<file path="src/periph_settings.svh">
// ~~~~~~~~~~~~~~~~~~~~~~~~~~~~~~~~~~~~~~~~~~~~~~~~~~~~~~~~~
// Address map and register constants of the peripheral subsystem
// Slot comes from CPU address bits 15:12, offset from bits 11:0
// RNG_DEFAULT_SEED must stay nonzero or the LFSR locks up
// ~~~~~~~~~~~~~~~~~~~~~~~~~~~~~~~~~~~~~~~~~~~~~~~~~~~~~~~~~
`ifndef PERIPH_SETTINGS_SVH
`define PERIPH_SETTINGS_SVH

`define SLOT_ARCHINFO 0
`define SLOT_RNG 1
`define SLOT_PWM 2

`define REG_ARCH_ID 12'h000
`define REG_ARCH_SCRATCH 12'h004
`define REG_RNG_DATA 12'h000
`define REG_PWM_CTRL 12'h000
`define REG_PWM_PERIOD 12'h004
`define REG_PWM_DUTY 12'h008
`define REG_PWM_STATUS 12'h00C

`define ARCH_ID_VALUE 32'h5253_0102
// Taps for x^32 + x^22 + x^2 + x + 1, right-shifting form
`define RNG_POLY 32'h8020_0003
`define RNG_DEFAULT_SEED 32'h1D87_2B41

`endif

</file>
<file path="src/apb_pkg.sv">
// ~~~~~~~~~~~~~~~~~~~~~~~~~~~~~~~~~~~~~~~~~~~~~~~~~~~~~~~~~
// Bus-side types shared by the bridge and the APB peripherals
// ~~~~~~~~~~~~~~~~~~~~~~~~~~~~~~~~~~~~~~~~~~~~~~~~~~~~~~~~~
package apb_pkg;

  typedef logic [31:0] mem_addr_t;
  typedef logic [31:0] data_t;
  typedef logic [3:0]  strb_t;
  typedef logic [11:0] paddr_t;
  typedef logic [3:0]  slot_t;

  typedef enum logic [1:0] {
    IDLE,
    SETUP,
    ACCESS,
    RESP
  } bridge_state_e;

endpackage

</file>
<file path="src/periph_pkg.sv">
// ~~~~~~~~~~~~~~~~~~~~~~~~~~~~~~~~~~~~~~~~~~~~~~~~~~~~~~~~~
// Peripheral-side types for the PWM timer and the RNG
// ~~~~~~~~~~~~~~~~~~~~~~~~~~~~~~~~~~~~~~~~~~~~~~~~~~~~~~~~~
package periph_pkg;

  // Counter, period and duty share one width
  typedef logic [15:0] pwm_cnt_t;

  typedef logic [31:0] lfsr_t;

endpackage

</file>
<file path="src/apb4_archinfo.sv">
// ~~~~~~~~~~~~~~~~~~~~~~~~~~~~~~~~~~~~~~~~~~~~~~~~~~~~~~~~~
// Identification word plus a byte-writable scratch register
// Writes to the ID register are ignored
// ~~~~~~~~~~~~~~~~~~~~~~~~~~~~~~~~~~~~~~~~~~~~~~~~~~~~~~~~~
`timescale 1ns/100ps
`include "periph_settings.svh"

module apb4_archinfo (
  input  logic            clk_i,
  input  logic            rst_n_i,
  input  logic            psel_i,
  input  logic            penable_i,
  input  logic            pwrite_i,
  input  apb_pkg::paddr_t paddr_i,
  input  apb_pkg::data_t  pwdata_i,
  input  apb_pkg::strb_t  pstrb_i,
  output apb_pkg::data_t  prdata_o
);

  apb_pkg::data_t scratch_q;
  logic           scratch_wr;

  assign scratch_wr = psel_i && penable_i && pwrite_i && (paddr_i == `REG_ARCH_SCRATCH);

  always_ff @(posedge clk_i or negedge rst_n_i) begin
    if (!rst_n_i) begin
      scratch_q <= '0;
    end else if (scratch_wr) begin
      for (int i = 0; i < 4; i++) begin
        if (pstrb_i[i]) begin
          scratch_q[8*i +: 8] <= pwdata_i[8*i +: 8];
        end
      end
    end
  end

  always_comb begin
    case (paddr_i)
      `REG_ARCH_ID:      prdata_o = `ARCH_ID_VALUE;
      `REG_ARCH_SCRATCH: prdata_o = scratch_q;
      default:           prdata_o = '0;
    endcase
  end

endmodule

</file>
<file path="src/apb4_pwm.sv">
// ~~~~~~~~~~~~~~~~~~~~~~~~~~~~~~~~~~~~~~~~~~~~~~~~~~~~~~~~~
// PWM timer with a wrap interrupt
// Counter runs 0..period-1 while enabled, held at zero otherwise
// Duty at or above period gives a constant high output
// STATUS bit 0 is write-one-to-clear; a wrap in the same cycle wins
// ~~~~~~~~~~~~~~~~~~~~~~~~~~~~~~~~~~~~~~~~~~~~~~~~~~~~~~~~~
`timescale 1ns/100ps
`include "periph_settings.svh"

module apb4_pwm (
  input  logic            clk_i,
  input  logic            rst_n_i,
  input  logic            psel_i,
  input  logic            penable_i,
  input  logic            pwrite_i,
  input  apb_pkg::paddr_t paddr_i,
  input  apb_pkg::data_t  pwdata_i,
  input  apb_pkg::strb_t  pstrb_i,
  output apb_pkg::data_t  prdata_o,
  output logic            pwm_o,
  output logic            irq_o
);

  periph_pkg::pwm_cnt_t period_q;
  periph_pkg::pwm_cnt_t duty_q;
  periph_pkg::pwm_cnt_t cnt_q;
  logic                 en_q;
  logic                 mask_q;
  logic                 flag_q;
  logic                 pwm_q;
  logic                 wr_en;
  logic                 wrap;
  logic                 status_clr;

  assign wr_en      = psel_i && penable_i && pwrite_i;
  assign status_clr = wr_en && (paddr_i == `REG_PWM_STATUS) && pstrb_i[0] && pwdata_i[0];
  // A zero period wraps every cycle
  assign wrap       = en_q && ((period_q == '0) || (cnt_q >= period_q - 1'b1));

  always_ff @(posedge clk_i or negedge rst_n_i) begin
    if (!rst_n_i) begin
      en_q     <= 1'b0;
      mask_q   <= 1'b0;
      period_q <= '0;
      duty_q   <= '0;
    end else if (wr_en) begin
      for (int i = 0; i < 2; i++) begin
        if (pstrb_i[i] && paddr_i == `REG_PWM_PERIOD) begin
          period_q[8*i +: 8] <= pwdata_i[8*i +: 8];
        end
        if (pstrb_i[i] && paddr_i == `REG_PWM_DUTY) begin
          duty_q[8*i +: 8] <= pwdata_i[8*i +: 8];
        end
      end
      if (pstrb_i[0] && paddr_i == `REG_PWM_CTRL) begin
        en_q   <= pwdata_i[0];
        mask_q <= pwdata_i[1];
      end
    end
  end

  always_ff @(posedge clk_i or negedge rst_n_i) begin
    if (!rst_n_i) begin
      cnt_q  <= '0;
      pwm_q  <= 1'b0;
      flag_q <= 1'b0;
    end else begin
      cnt_q  <= (!en_q || wrap) ? '0 : cnt_q + 1'b1;
      pwm_q  <= en_q && (cnt_q < duty_q);
      if (wrap) begin
        flag_q <= 1'b1;
      end else if (status_clr) begin
        flag_q <= 1'b0;
      end
    end
  end

  always_comb begin
    case (paddr_i)
      `REG_PWM_CTRL:   prdata_o = {30'h0, mask_q, en_q};
      `REG_PWM_PERIOD: prdata_o = {16'h0, period_q};
      `REG_PWM_DUTY:   prdata_o = {16'h0, duty_q};
      `REG_PWM_STATUS: prdata_o = {31'h0, flag_q};
      default:         prdata_o = '0;
    endcase
  end

  assign pwm_o = pwm_q;
  assign irq_o = flag_q && mask_q;

endmodule

</file>
<file path="src/apb4_rng.sv">
// ~~~~~~~~~~~~~~~~~~~~~~~~~~~~~~~~~~~~~~~~~~~~~~~~~~~~~~~~~
// Galois LFSR random source, one step per data read
// A write seeds it under byte strobes; a zero seed loads the default
// ~~~~~~~~~~~~~~~~~~~~~~~~~~~~~~~~~~~~~~~~~~~~~~~~~~~~~~~~~
`timescale 1ns/100ps
`include "periph_settings.svh"

module apb4_rng (
  input  logic            clk_i,
  input  logic            rst_n_i,
  input  logic            psel_i,
  input  logic            penable_i,
  input  logic            pwrite_i,
  input  apb_pkg::paddr_t paddr_i,
  input  apb_pkg::data_t  pwdata_i,
  input  apb_pkg::strb_t  pstrb_i,
  output apb_pkg::data_t  prdata_o
);

  periph_pkg::lfsr_t lfsr_q;
  periph_pkg::lfsr_t lfsr_step;
  periph_pkg::lfsr_t seed;
  logic              data_acc;

  assign data_acc = psel_i && penable_i && (paddr_i == `REG_RNG_DATA);

  // Shift right, fold the taps in when a one drops out
  assign lfsr_step = {1'b0, lfsr_q[31:1]} ^ (lfsr_q[0] ? `RNG_POLY : 32'h0);

  always_comb begin
    seed = lfsr_q;
    for (int i = 0; i < 4; i++) begin
      if (pstrb_i[i]) begin
        seed[8*i +: 8] = pwdata_i[8*i +: 8];
      end
    end
  end

  always_ff @(posedge clk_i or negedge rst_n_i) begin
    if (!rst_n_i) begin
      lfsr_q <= `RNG_DEFAULT_SEED;
    end else if (data_acc && pwrite_i) begin
      lfsr_q <= (seed == '0) ? `RNG_DEFAULT_SEED : seed;
    end else if (data_acc) begin
      lfsr_q <= lfsr_step;
    end
  end

  assign prdata_o = (paddr_i == `REG_RNG_DATA) ? lfsr_q : '0;

endmodule

</file>
<file path="src/ip_apb_wrapper.sv">
// ~~~~~~~~~~~~~~~~~~~~~~~~~~~~~~~~~~~~~~~~~~~~~~~~~~~~~~~~~
// Peripheral subsystem top: bridge, archinfo, RNG and PWM
// Only accesses inside the peripheral region may arrive here
// Upper address bits above the slot field are not checked
// ~~~~~~~~~~~~~~~~~~~~~~~~~~~~~~~~~~~~~~~~~~~~~~~~~~~~~~~~~
`timescale 1ns/100ps

module ip_apb_wrapper (
  input  logic               clk_i,
  input  logic               rst_n_i,
  input  logic               mem_valid_i,
  input  apb_pkg::mem_addr_t mem_addr_i,
  input  apb_pkg::data_t     mem_wdata_i,
  input  apb_pkg::strb_t     mem_wstrb_i,
  output logic               mem_ready_o,
  output apb_pkg::data_t     mem_rdata_o,
  output logic               pwm_o,
  output logic               irq_o
);

  // Shared APB request lines
  apb_pkg::paddr_t paddr;
  apb_pkg::data_t  pwdata;
  apb_pkg::strb_t  pstrb;
  logic            pwrite;
  logic            penable;

  // Per-peripheral select and read data
  logic            psel_archinfo;
  logic            psel_rng;
  logic            psel_pwm;
  apb_pkg::data_t  prdata_archinfo;
  apb_pkg::data_t  prdata_rng;
  apb_pkg::data_t  prdata_pwm;

  mem2apb u_mem2apb (
    .clk_i            (clk_i),
    .rst_n_i          (rst_n_i),
    .mem_valid_i      (mem_valid_i),
    .mem_addr_i       (mem_addr_i),
    .mem_wdata_i      (mem_wdata_i),
    .mem_wstrb_i      (mem_wstrb_i),
    .mem_ready_o      (mem_ready_o),
    .mem_rdata_o      (mem_rdata_o),
    .paddr_o          (paddr),
    .pwrite_o         (pwrite),
    .penable_o        (penable),
    .pwdata_o         (pwdata),
    .pstrb_o          (pstrb),
    .psel_archinfo_o  (psel_archinfo),
    .psel_rng_o       (psel_rng),
    .psel_pwm_o       (psel_pwm),
    .prdata_archinfo_i(prdata_archinfo),
    .prdata_rng_i     (prdata_rng),
    .prdata_pwm_i     (prdata_pwm)
  );

  apb4_archinfo u_apb4_archinfo (
    .clk_i    (clk_i),
    .rst_n_i  (rst_n_i),
    .psel_i   (psel_archinfo),
    .penable_i(penable),
    .pwrite_i (pwrite),
    .paddr_i  (paddr),
    .pwdata_i (pwdata),
    .pstrb_i  (pstrb),
    .prdata_o (prdata_archinfo)
  );

  apb4_rng u_apb4_rng (
    .clk_i    (clk_i),
    .rst_n_i  (rst_n_i),
    .psel_i   (psel_rng),
    .penable_i(penable),
    .pwrite_i (pwrite),
    .paddr_i  (paddr),
    .pwdata_i (pwdata),
    .pstrb_i  (pstrb),
    .prdata_o (prdata_rng)
  );

  // Only the PWM raises an interrupt
  apb4_pwm u_apb4_pwm (
    .clk_i    (clk_i),
    .rst_n_i  (rst_n_i),
    .psel_i   (psel_pwm),
    .penable_i(penable),
    .pwrite_i (pwrite),
    .paddr_i  (paddr),
    .pwdata_i (pwdata),
    .pstrb_i  (pstrb),
    .prdata_o (prdata_pwm),
    .pwm_o    (pwm_o),
    .irq_o    (irq_o)
  );

endmodule

</file>
<file path="src/mem2apb.sv">
// ~~~~~~~~~~~~~~~~~~~~~~~~~~~~~~~~~~~~~~~~~~~~~~~~~~~~~~~~~
// Native memory request to APB bridge, one transfer in flight
// Ready comes three edges after valid; the request must be held
// Peripherals are assumed zero-wait and error-free
// Unmapped slots read zero and drop writes
// ~~~~~~~~~~~~~~~~~~~~~~~~~~~~~~~~~~~~~~~~~~~~~~~~~~~~~~~~~
`timescale 1ns/100ps
`include "periph_settings.svh"

module mem2apb (
  input  logic               clk_i,
  input  logic               rst_n_i,
  input  logic               mem_valid_i,
  input  apb_pkg::mem_addr_t mem_addr_i,
  input  apb_pkg::data_t     mem_wdata_i,
  input  apb_pkg::strb_t     mem_wstrb_i,
  output logic               mem_ready_o,
  output apb_pkg::data_t     mem_rdata_o,
  output apb_pkg::paddr_t    paddr_o,
  output logic               pwrite_o,
  output logic               penable_o,
  output apb_pkg::data_t     pwdata_o,
  output apb_pkg::strb_t     pstrb_o,
  output logic               psel_archinfo_o,
  output logic               psel_rng_o,
  output logic               psel_pwm_o,
  input  apb_pkg::data_t     prdata_archinfo_i,
  input  apb_pkg::data_t     prdata_rng_i,
  input  apb_pkg::data_t     prdata_pwm_i
);

  apb_pkg::bridge_state_e state_q;
  apb_pkg::bridge_state_e state_d;
  apb_pkg::slot_t         req_slot;
  apb_pkg::paddr_t        addr_q;
  apb_pkg::data_t         wdata_q;
  apb_pkg::strb_t         strb_q;
  apb_pkg::data_t         rdata_q;
  apb_pkg::data_t         rdata_mux;
  logic                   sel_arch_q;
  logic                   sel_rng_q;
  logic                   sel_pwm_q;
  logic                   xfer_phase;
  logic                   mapped;

  assign req_slot = mem_addr_i[15:12];

  always_comb begin
    state_d = state_q;
    case (state_q)
      apb_pkg::IDLE: begin
        if (mem_valid_i) begin
          state_d = apb_pkg::SETUP;
        end
      end
      apb_pkg::SETUP:  state_d = apb_pkg::ACCESS;
      apb_pkg::ACCESS: state_d = apb_pkg::RESP;
      default:         state_d = apb_pkg::IDLE;
    endcase
  end

  always_ff @(posedge clk_i or negedge rst_n_i) begin
    if (!rst_n_i) begin
      state_q <= apb_pkg::IDLE;
    end else begin
      state_q <= state_d;
    end
  end

  // Capture request and decode the slot once, at acceptance
  always_ff @(posedge clk_i) begin
    if (state_q == apb_pkg::IDLE && mem_valid_i) begin
      addr_q     <= mem_addr_i[11:0];
      wdata_q    <= mem_wdata_i;
      strb_q     <= mem_wstrb_i;
      sel_arch_q <= (req_slot == apb_pkg::slot_t'(`SLOT_ARCHINFO));
      sel_rng_q  <= (req_slot == apb_pkg::slot_t'(`SLOT_RNG));
      sel_pwm_q  <= (req_slot == apb_pkg::slot_t'(`SLOT_PWM));
    end
  end

  assign xfer_phase = (state_q == apb_pkg::SETUP) || (state_q == apb_pkg::ACCESS);
  assign mapped     = sel_arch_q || sel_rng_q || sel_pwm_q;

  assign psel_archinfo_o = xfer_phase && sel_arch_q;
  assign psel_rng_o      = xfer_phase && sel_rng_q;
  assign psel_pwm_o      = xfer_phase && sel_pwm_q;
  // No enable phase toward an unmapped slot
  assign penable_o       = (state_q == apb_pkg::ACCESS) && mapped;
  assign paddr_o         = addr_q;
  assign pwrite_o        = |strb_q;
  assign pwdata_o        = wdata_q;
  assign pstrb_o         = strb_q;

  always_comb begin
    rdata_mux = '0;
    if (sel_arch_q) begin
      rdata_mux = prdata_archinfo_i;
    end else if (sel_rng_q) begin
      rdata_mux = prdata_rng_i;
    end else if (sel_pwm_q) begin
      rdata_mux = prdata_pwm_i;
    end
  end

  always_ff @(posedge clk_i) begin
    if (state_q == apb_pkg::ACCESS) begin
      rdata_q <= rdata_mux;
    end
  end

  assign mem_ready_o = (state_q == apb_pkg::RESP);
  assign mem_rdata_o = rdata_q;

endmodule

</file>
<file path="config.mk">
export PLATFORM = sky130hd
export DESIGN_NAME = ip_apb_wrapper
export DESIGN_NICKNAME = d
export VERILOG_FILES = /design/src/apb_pkg.sv /design/src/periph_pkg.sv /design/src/apb4_archinfo.sv /design/src/apb4_pwm.sv /design/src/apb4_rng.sv /design/src/ip_apb_wrapper.sv /design/src/mem2apb.sv
export VERILOG_INCLUDE_DIRS = /design/src
export SDC_FILE = /design/constraint.sdc
export NUM_CORES = 1
export LEC_CHECK = 0
export BUFFER_PORTS_ARGS = -buffer_cell sky130_fd_sc_hd__buf_4
export CAP_MARGIN = 20
export CORE_UTILIZATION = 53
export CTS_CLUSTER_SIZE = 20
export DETAILED_ROUTE_END_ITERATION = 7
export PLACE_DENSITY = 0.74
export SLEW_MARGIN = 20
export SYNTH_ARGS = -nofsm -noshare
export SYNTH_HDL_FRONTEND = slang
export SYNTH_SLANG_ARGS = --single-unit
</file>
<file path="constraint.sdc">
create_clock -name clk_i -period 2.6 [get_ports clk_i]
set_input_delay 0.52 -clock clk_i [delete_from_list [all_inputs] [get_ports clk_i]]
set_output_delay 0.52 -clock clk_i [all_outputs]
set_load 0.005 [all_outputs]
</file>
==> Word-level counts from Yosys, hierarchy flattened <==
Index checks and enable logic that the tools add are counted.
Widths: inputs -> output; s select.
{ "totals": {"reg_bits": 201, "output_inout_bits": 35} }
{ "classes": {"addsub": 2, "order_cmp": 2, "n_eq_ne": 9, "mux": 19, "bitwise_logic": 1, "n_reduce_logical": 47} }
{ "op_table": {"columns": ["cell", "n"], "rows": [
  ["$mux 32", 8],
  ["$pmux 16 s4", 1],
  ["$pmux 32 s2", 1],
  ["$logic_not 32->1", 1],
  ["$mux 8", 4],
  ["$xor 31x32->32", 1],
  ["$eq 12x4->1 const B", 2],
  ["$logic_and 1x1->1", 24],
  ["$reduce_and 2->1", 9],
  ["$add 16x1->16 const B", 1],
  ["$ge 16x16->1", 1],
  ["$logic_not 16->1", 1],
  ["$lt 16x16->1", 1],
  ["$mux 16", 1],
  ["$sub 16x1->16 const B", 1],
  ["$eq 12x3->1 const B", 1],
  ["$logic_not 12->1", 1],
  ["$pmux 2 s3", 1],
  ["$logic_or 1x1->1", 5],
  ["$eq 2x2->1 const B", 2],
  ["$eq 4x1->1 const B", 1],
  ["$eq 4x2->1 const B", 1],
  ["$logic_not 4->1", 1],
  ["$reduce_bool 2->1", 2],
  ["other kinds (7)", 8]
]} }

==> Depth between registers and ports, before layout <==
Gate-level depths: netlist (run 1).
{ "logic_depth": {"ltp_word": 10, "ltp_mapped": 13} }

==> Hierarchy <==
Synthesis (run 1) repeated with hierarchy kept, for this count alone.
{ "unflattened": {"cells_unflattened": 1006, "hier_area_um2": 11080.6} }
{ "by_module_without_submodules": {"columns": ["module", "n_inst", "cells_each", "area_per_inst_um2"], "rows": [
  ["mem2apb", 1, 250, 3668.5],
  ["apb4_pwm", 1, 352, 3509.6],
  ["apb4_rng", 1, 283, 2374.8],
  ["apb4_archinfo", 1, 121, 1527.7]
]} }

==> Worst setup path before layout (run 1) <==
No wires, ideal clock.
{ "synth_timing": {"path_kind": "reg2reg", "startpoint": "reg u_mem2apb.state_q[0]", "endpoint": "reg u_apb4_rng.lfsr_q[8]", "setup_time_ns": 0.105, "arrival_time_ns": 2.779, "required_time_ns": 2.495, "setup_slack_ns": -0.284, "path_stages_with_launch": 10, "n_path_buf": 2, "synth_period_minus_slack_ns": 2.884, "cell_sequence": "dfrtp_1 inv_1 ha_1 and2_1 buf_2 nand2_1 or2_1 clkbuf_1 a31o_2 a222oi_1"} }
{ "synth_between": {"elab_chain_len": 7} }
{ "synth_lines": {"columns": ["item", "line_no", "source"], "rows": [
  ["start: declaration", "mem2apb.sv:32", "apb_pkg::bridge_state_e state_q;"],
  ["start signal: assignment", "mem2apb.sv:64", "state_q <= apb_pkg::IDLE;"],
  ["start signal: assignment", "mem2apb.sv:66", "state_q <= state_d;"],
  ["$eq 2x1->1 or $eq 2x2->1 (tied branches)", "mem2apb.sv:82, mem2apb.sv:89", null],
  ["$logic_or 1x1->1", "mem2apb.sv:82", "assign xfer_phase = (state_q == apb_pkg::SETUP) || (state_q == apb_pkg::ACCESS);"],
  ["$logic_and 1x1->1", "mem2apb.sv:86", "assign psel_rng_o = xfer_phase && sel_rng_q;"],
  ["$logic_and 1x1->1 * (2 in series)", "apb4_rng.sv:25", "assign data_acc = psel_i && penable_i && (paddr_i == `REG_RNG_DATA);"],
  ["$logic_and 1x1->1", "apb4_rng.sv:42", "end else if (data_acc && pwrite_i) begin"],
  ["$mux 32 or $reduce_bool 2->1 (tied branches)", null, null],
  ["end signal: assignment", "apb4_rng.sv:41", "lfsr_q <= `RNG_DEFAULT_SEED;"],
  ["end signal: assignment", "apb4_rng.sv:43", "lfsr_q <= (seed == '0) ? `RNG_DEFAULT_SEED : seed;"],
  ["end signal: assignment", "apb4_rng.sv:45", "lfsr_q <= lfsr_step;"],
  ["end: declaration", "apb4_rng.sv:20", "periph_pkg::lfsr_t lfsr_q;"]
]} }
Mark *: on every way between the ends. The rest lies on a longest branch, timed or not.
A chain may end at the register's enable or synchronous reset.

==> Final worst setup path (run 1) <==
{ "layout_timing": {"startpoint": "reg u_apb4_pwm.period_q[5]", "endpoint": "reg u_apb4_pwm.flag_q"} }
{ "layout_between": {"elab_chain_len": 5} }
{ "layout_lines": {"columns": ["item", "line_no", "source"], "rows": [
  ["start: declaration", "apb4_pwm.sv:24", "periph_pkg::pwm_cnt_t period_q;"],
  ["start signal: indexed assignment", "apb4_pwm.sv:49", "period_q[8*i +: 8] <= pwdata_i[8*i +: 8];"],
  ["$sub 16x1->16", "apb4_pwm.sv:38", "assign wrap = en_q && ((period_q == '0) || (cnt_q >= period_q - 1'b1));"],
  ["$ge 16x16->1", "apb4_pwm.sv:38", null],
  ["$logic_or 1x1->1 *", "apb4_pwm.sv:38", null],
  ["$logic_and 1x1->1 *", "apb4_pwm.sv:38", null],
  ["$mux 1 or $reduce_bool 2->1 (tied branches)", null, null],
  ["end signal: assignment", "apb4_pwm.sv:66", "flag_q <= 1'b0;"],
  ["end signal: assignment", "apb4_pwm.sv:71", "flag_q <= 1'b1;"],
  ["end signal: assignment", "apb4_pwm.sv:73", "flag_q <= 1'b0;"],
  ["end: declaration", "apb4_pwm.sv:29", "logic flag_q;"]
]} }
Marked as above.

==> run metrics, run 1 <==
outcome=finished, violations left; failing checks=setup timing; CTS root buf=clkbuf_16; post-route clock period utilization=102%; DRC=0; Design Power=around 8.5 mW; CTS buffer count=22; HP Class=in -> async; initial antenna violation count=0; Final Hold Vio Count=0; Avg Synthesized Cell Area=between 10 and 15 sq um; Die Span Y=between 100 and 150 um; Setup crit end kind=register; GRT Overall Usage=a little over a quarter; Hold Buf Count CTS=0; Yosys warning total=0; Pwr Density=725 nW/um^2; RSZ-0062 raised after global routing=true; Via density=6.04; die area=18500 sq um; initial core utilization=between 50% and 60%; max_cap viols=0; area leader, netlist=dfrtp_1; ratio of cells with drive above 1 in the final layout=about a quarter; Setup WS pre-CTS=-0.258 ns; critical-path maximum fanout=4; GRT overflow=0; Setup-failing EPs final=17; WP data required=~3.0 ns; register area share after synthesis=between 50% and 60%; top cells by area, synth=dfrtp_1, edfxtp_1, mux2_1; Core ar.=17400 sq um; DPL Wire Length=roughly 17000 um; later-pin clock latency in the skew report=around 0.52 ns; Layout area overhead=23.8%; async set-or-reset flop fraction in the synthesized netlist=slightly below 60%; vias=~7100; largest net degree at the start of global routing=46; distinct cell type count after synthesis=66; top cell type's share of synthesized area=between 20% and 30%; Syn Nets=around 900; die width=roughly 140 um; area of the mapped netlist=around 9500 sq um; vias in the first global route=slightly below 7000; ant diodes=0; clock buffer depth=3; CTS tree=done; Top Ports=roughly 110; CP startpoint kind=register; Final Max Slew Viols=0; cell area after placement=between 10000 and 15000 sq um; EDFF count, synth=83; H-tree Lvls=1; Yosys reg bits=201; global-route wire length before repair=~37000 um; post-DR wirelength/cell=~20 um; Final #Nets=roughly 1000; number of antenna-violating nets in the routed design=0; design area=11800 sq um; Gate Count Post-Synth=788; prevailing post-synth register cell=dfrtp_1; routability congestion estimate from global placement=0.885; skew final=around 0.027 ns; input/output buffers=a little under 90; worst vdd ir=around 0.00056 V; TritonRoute pass-1 iters=5; kind of critical path=reg -> reg; total wire length=around 24000 um; DR iter-0 viols=630; min Tclk post-route=~2.7 ns; Max Clock Freq=approximately 380 MHz; row count=48; final worst-path setup slack=-0.0590 ns; Clock Pin Slew Worst Setup and Hold Paths=0.07 ns; Leak=between 5 and 6 nW; worst slew pin tran=0.620 ns; Clock Sinks=around 200; CP arrival=~3 ns; placed insts=approximately 1100; worst hold slack=~0.0093 ns; Layout Cells excl Fill=~1200; Slew Limit Headroom=about three fifths
[registers in the layout (all words and copies together), names as in the netlist, 4 cells and up]
| signal | count |
|---|---|
| u_apb4_archinfo.scratch_q | 32 |
| u_apb4_pwm.cnt_q | 16 |
| u_apb4_pwm.duty_q | 16 |
| u_apb4_pwm.period_q | 16 |
| u_apb4_rng.lfsr_q | 32 |
| u_mem2apb.mem_rdata_o | 32 |
| u_mem2apb.paddr_o | 12 |
| u_mem2apb.pstrb_o | 4 |
| u_mem2apb.pwdata_o | 32 |
[power breakdown]
group          switching, mW  internal (mW)  total [mW]
Sequential             0.219           3.76        3.98
Clock                   1.27           2.09        3.37
Combinational          0.680          0.503        1.18
[worst max-delay path, cell delays in order, from the launching register on]
cell       delay [ns]
dfrtp_1          0.41
nor4_4           0.32
nand3_2          0.18
nor3_2           0.17
xnor2_1          0.15
ha_1             0.27
a21oi_2          0.16
o21ai_2          0.09
a2111oi_2        0.22
o31a_1           0.33
nor2_1           0.09
a2bb2oi_1        0.15
[logic make-up after synthesis]
| logic type | synth area share (%) |
|---|---|
| mux | 6.24 |
| simple gates | 12.3 |
| flops | 57.5 |
| compound gates | 13.1 |
| fa+ha+maj | 4.74 |
| xor+xnor | 2.77 |
| buf+inv | 3.39 |
[cells in the mapped netlist (4+ instances only)]
library cell,number
clkbuf_1,20
nor4_2,4
a221o_1,14
and3_1,5
nand4_1,9
edfxtp_1,83
xor2_1,13
buf_2,8
nor3b_1,5
nand3_4,4
o22ai_1,11
nand2_1,50
a21oi_1,30
mux2_1,46
and2_1,4
a221oi_1,12
inv_1,53
ha_1,36
nor3_1,16
nor4b_1,7
dfstp_2,14
o2bb2ai_1,9
nor4_1,13
a22o_1,9
dfrtp_1,104
xnor2_1,17
a21o_1,9
o21ai_0,25
nand3_1,11
nor2_1,67
a22oi_1,27
[what timing repair did]
action                     4_1_cts  5_1_grt
setup endpoints to repair       17       36
buffers inserted                 0        1
resized for setup                6       14
cloned                           1        0
pin swaps                       10        8
[metal layers]
layer	GRT usage [%]	routed length, um
met5	0	0
met4	6.79	450
met3	4.10	1500
met2	40.8	11000
met1	38.8	10700
[layout make-up]
type	count	area [sq um]
clock buffers	28	583
multi-input cells	506	3860
flip-flops and latches	201	5460
repair buffers	154	1170
clock inverters	12	199
fillers	1316	5660
well taps	225	282
inverters	53	199
[metrics by stage]
step	TNS (ns)	utilization [%]
floorplan	0	-
global placement	-3.37	62.4
detailed placement	-3.97	62.4
CTS	-2.05	67.1
global route	-3.43	67.5
finish	-0.631	67.5
[layout by cell type, fill, tap and decap left out, types with 4 or more instances in the layout]
cell type,instances
a221o_1,14
o22ai_1,11
nor3_1,13
a21oi_1,28
nand3_4,4
bufinv_16,5
nor4_1,9
mux2_1,46
nor4b_1,6
xor2_1,13
o21ai_0,23
clkinv_2,5
nor4_2,7
nor2_2,4
o2bb2ai_1,9
a22oi_1,27
nand4_1,9
dfrtp_1,104
a22o_1,9
nand3_1,10
and3_1,5
nand2_1,49
clkbuf_1,5
edfxtp_1,83
xnor2_1,17
a21o_1,9
nor2_1,63
a221oi_1,12
clkbuf_16,22
dfstp_2,14
inv_1,53
buf_4,153
ha_1,35
nor3b_1,5
[final timing paths]
path                                               start                             to  slack, ns  depth (start not counted)
setup / recovery                  u_apb4_pwm.period_q[5]              u_apb4_pwm.flag_q      -0.06                         11
hold / removal                                   rst_n_i         u_apb4_pwm.period_q[2]      0.009                          1
setup reg to reg                  u_apb4_pwm.period_q[5]              u_apb4_pwm.flag_q      -0.06                         11
hold reg to reg            u_apb4_archinfo.scratch_q[23]  u_apb4_archinfo.scratch_q[23]       0.49                          1
max in group asynchronous                        rst_n_i           u_apb4_rng.lfsr_q[9]       1.84                          2
min in group clk_i                       mem_wdata_i[24]         u_mem2apb.pwdata_o[24]       0.17                          1
Note: power is estimated with default switching activity, not from simulation.
==> run 2: changes to the inputs <==
--- a/config.mk
+++ b/config.mk
@@ -11,7 +11,7 @@
 export CORE_UTILIZATION = 53
 export CTS_CLUSTER_SIZE = 20
 export DETAILED_ROUTE_END_ITERATION = 7
-export PLACE_DENSITY = 0.74
+export PLACE_DENSITY = 0.76
 export SLEW_MARGIN = 20
 export SYNTH_ARGS = -nofsm -noshare
 export SYNTH_HDL_FRONTEND = slang
==> run metrics, run 2 (same netlist as run 1, synthesis figures left out) <==
outcome=finished, violations left; failing checks=setup timing; Layout area overhead=23.2%; number of antenna-violating nets in the routed design=0; Clock power frac=between 30% and 40%; max_cap viols=0; CTS tree=done; CP arrival=~3.1 ns; H-tree Lvls=1; most frequent cells in the layout=buf_4, dfrtp_1, edfxtp_1; DPL Wire Length=roughly 16000 um; total wire length=~24000 um; ratio of cells with drive above 1 in the final layout=25.7%; WP data required=between 2 and 3 ns; post-DR wirelength/cell=~20 um; Pwr Density=slightly below 700 nW/um^2; most common cell after layout, fill and taps aside=buf_4; Die Span Y=136 um; die area=~18000 sq um; vias=around 7000; CTS root buf=clkbuf_16; RSZ-0062 raised after global routing=true; TritonRoute pass-1 iters=6; Net Sw Power=around 2.1 mW; Final Max Slew Viols=0; Final Hold Vio Count=0; Max Clock Freq=367 MHz; vias in the first global route=roughly 7000; skew final=0.00587 ns; Setup crit end kind=register; row count=48; critical-path maximum fanout=8; DR iter-0 viols=between 700 and 800; worst vdd ir=roughly 0.00058 V; final worst-path setup slack=-0.126 ns; initial core utilization=54.5%; Slew Limit Headroom=a little under half; clock buffer depth=3; Core ar.=between 15000 and 20000 sq um; die width=136 um; cell area after placement=approximately 11000 sq um; Setup-failing EPs final=17; input/output buffers=89; Register Area=5460 sq um; later-pin clock latency in the skew report=approximately 0.50 ns; CP startpoint kind=register; DRC=0; initial antenna violation count=0; Clock Pin Slew Worst Setup and Hold Paths=around 0.06 ns; ant diodes=0; Leak=5.10 nW; CTS buffer count=22; worst hold slack=~0.19 ns; global-route wire length before repair=about 37000 um; design area=between 10000 and 15000 sq um; largest net degree at the start of global routing=54; Flop pwr share=~50%; worst slew pin tran=a little over 0.8 ns; Pint=between 5 and 6 mW; Multi-input gate area=3920 sq um; GRT overflow=0; post-route clock period utilization=105%; Final #Nets=between 1000 and 1500; combinational share of power=14.7%; Sw Ratio=between 20% and 30%; min Tclk post-route=between 2 and 3 ns; Fillers=around 1300; Via density=6.00; GRT Overall Usage=between 20% and 30%; kind of critical path=reg -> reg; HP Class=in -> reg; Top Ports=~110; Clock Sinks=approximately 200; routability congestion estimate from global placement=about 0.88
run 2: worst paths after layout:
path	slack, ns	start	end	depth (start not counted)
min in group asynchronous	0.45	rst_n_i	u_apb4_pwm.cnt_q[2]	2
hold reg to reg	0.49	u_apb4_archinfo.scratch_q[8]	u_apb4_archinfo.scratch_q[8]	1
max in group asynchronous	1.38	rst_n_i	u_apb4_rng.lfsr_q[24]	3
hold / removal	0.19	mem_wdata_i[25]	u_mem2apb.pwdata_o[25]	1
setup reg to reg	-0.13	u_apb4_pwm.period_q[6]	u_apb4_pwm.cnt_q[10]	12
setup / recovery	-0.13	u_apb4_pwm.period_q[6]	u_apb4_pwm.cnt_q[10]	12
run 2: per-stage QoR:
step	cells	setup WS, ns	util [%]	total power, mW	TNS [ns]
final	1182	-0.126	67.2	7.99	-1.65
after global placement	1133	-0.226	62.2	5.15	-3.88
after global routing	1182	-0.311	67.2	8.31	-4.52
after CTS	1178	-0.148	66.5	8.03	-1.70
after detailed placement	1133	-0.327	62.2	5.19	-5.09
after floorplan	788	0.00666	-	4.49	0
run 2: final cells by class:
class,count,area share (%)
timing repair buffer,157,10.3
clock buffer,37,5.37
sequential,201,46.7
inverter,53,1.70
multi-input combinational,506,33.5
tap,225,2.41
clock inverter,3,0.107
run 2: layer usage:
layer	GRT usage, %	up-vias	wire (um)	part of all wire (%)
met5	0	-	0	0
met4	8.27	0	615	2.6
met3	4.40	51	1590	6.6
met2	42.1	279	11400	48
met1	36.9	3504	10300	43
li1	-	3253	-	-
run 2: critical path, stage by stage (launching register included):
cell	delay, ns
dfrtp_1	0.41
nor4_4	0.33
nand3_2	0.17
nor3_2	0.20
xnor2_1	0.11
ha_1	0.32
nand2_1	0.09
o21ai_2	0.23
a2111oi_4	0.06
o31a_1	0.14
buf_6	0.14
o21ai_4	0.30
nor2_1	0.09
run 2: what timing repair did:
action | in CTS | in global routing
hold endpoints to repair | 19 | 0
gates resized for setup | 14 | 18
hold buffers | 1 | 0
endpoints found under the setup margin | 30 | 20
cloned | 1 | 0
buffers inserted | 3 | 5
pin swaps | 20 | 18
run 2: power by group through the flow:
| stage | sequential, mW | combinational (mW) | clock (mW) |
|---|---|---|---|
| after floorplan | 3.99 | 0.498 | 0 |
| after global placement | 4.03 | 1.12 | 0 |
| after detailed placement | 4.04 | 1.15 | 0 |
| after CTS | 3.99 | 1.18 | 2.86 |
| after global routing | 4.03 | 1.29 | 2.99 |
| final | 4.00 | 1.18 | 2.82 |
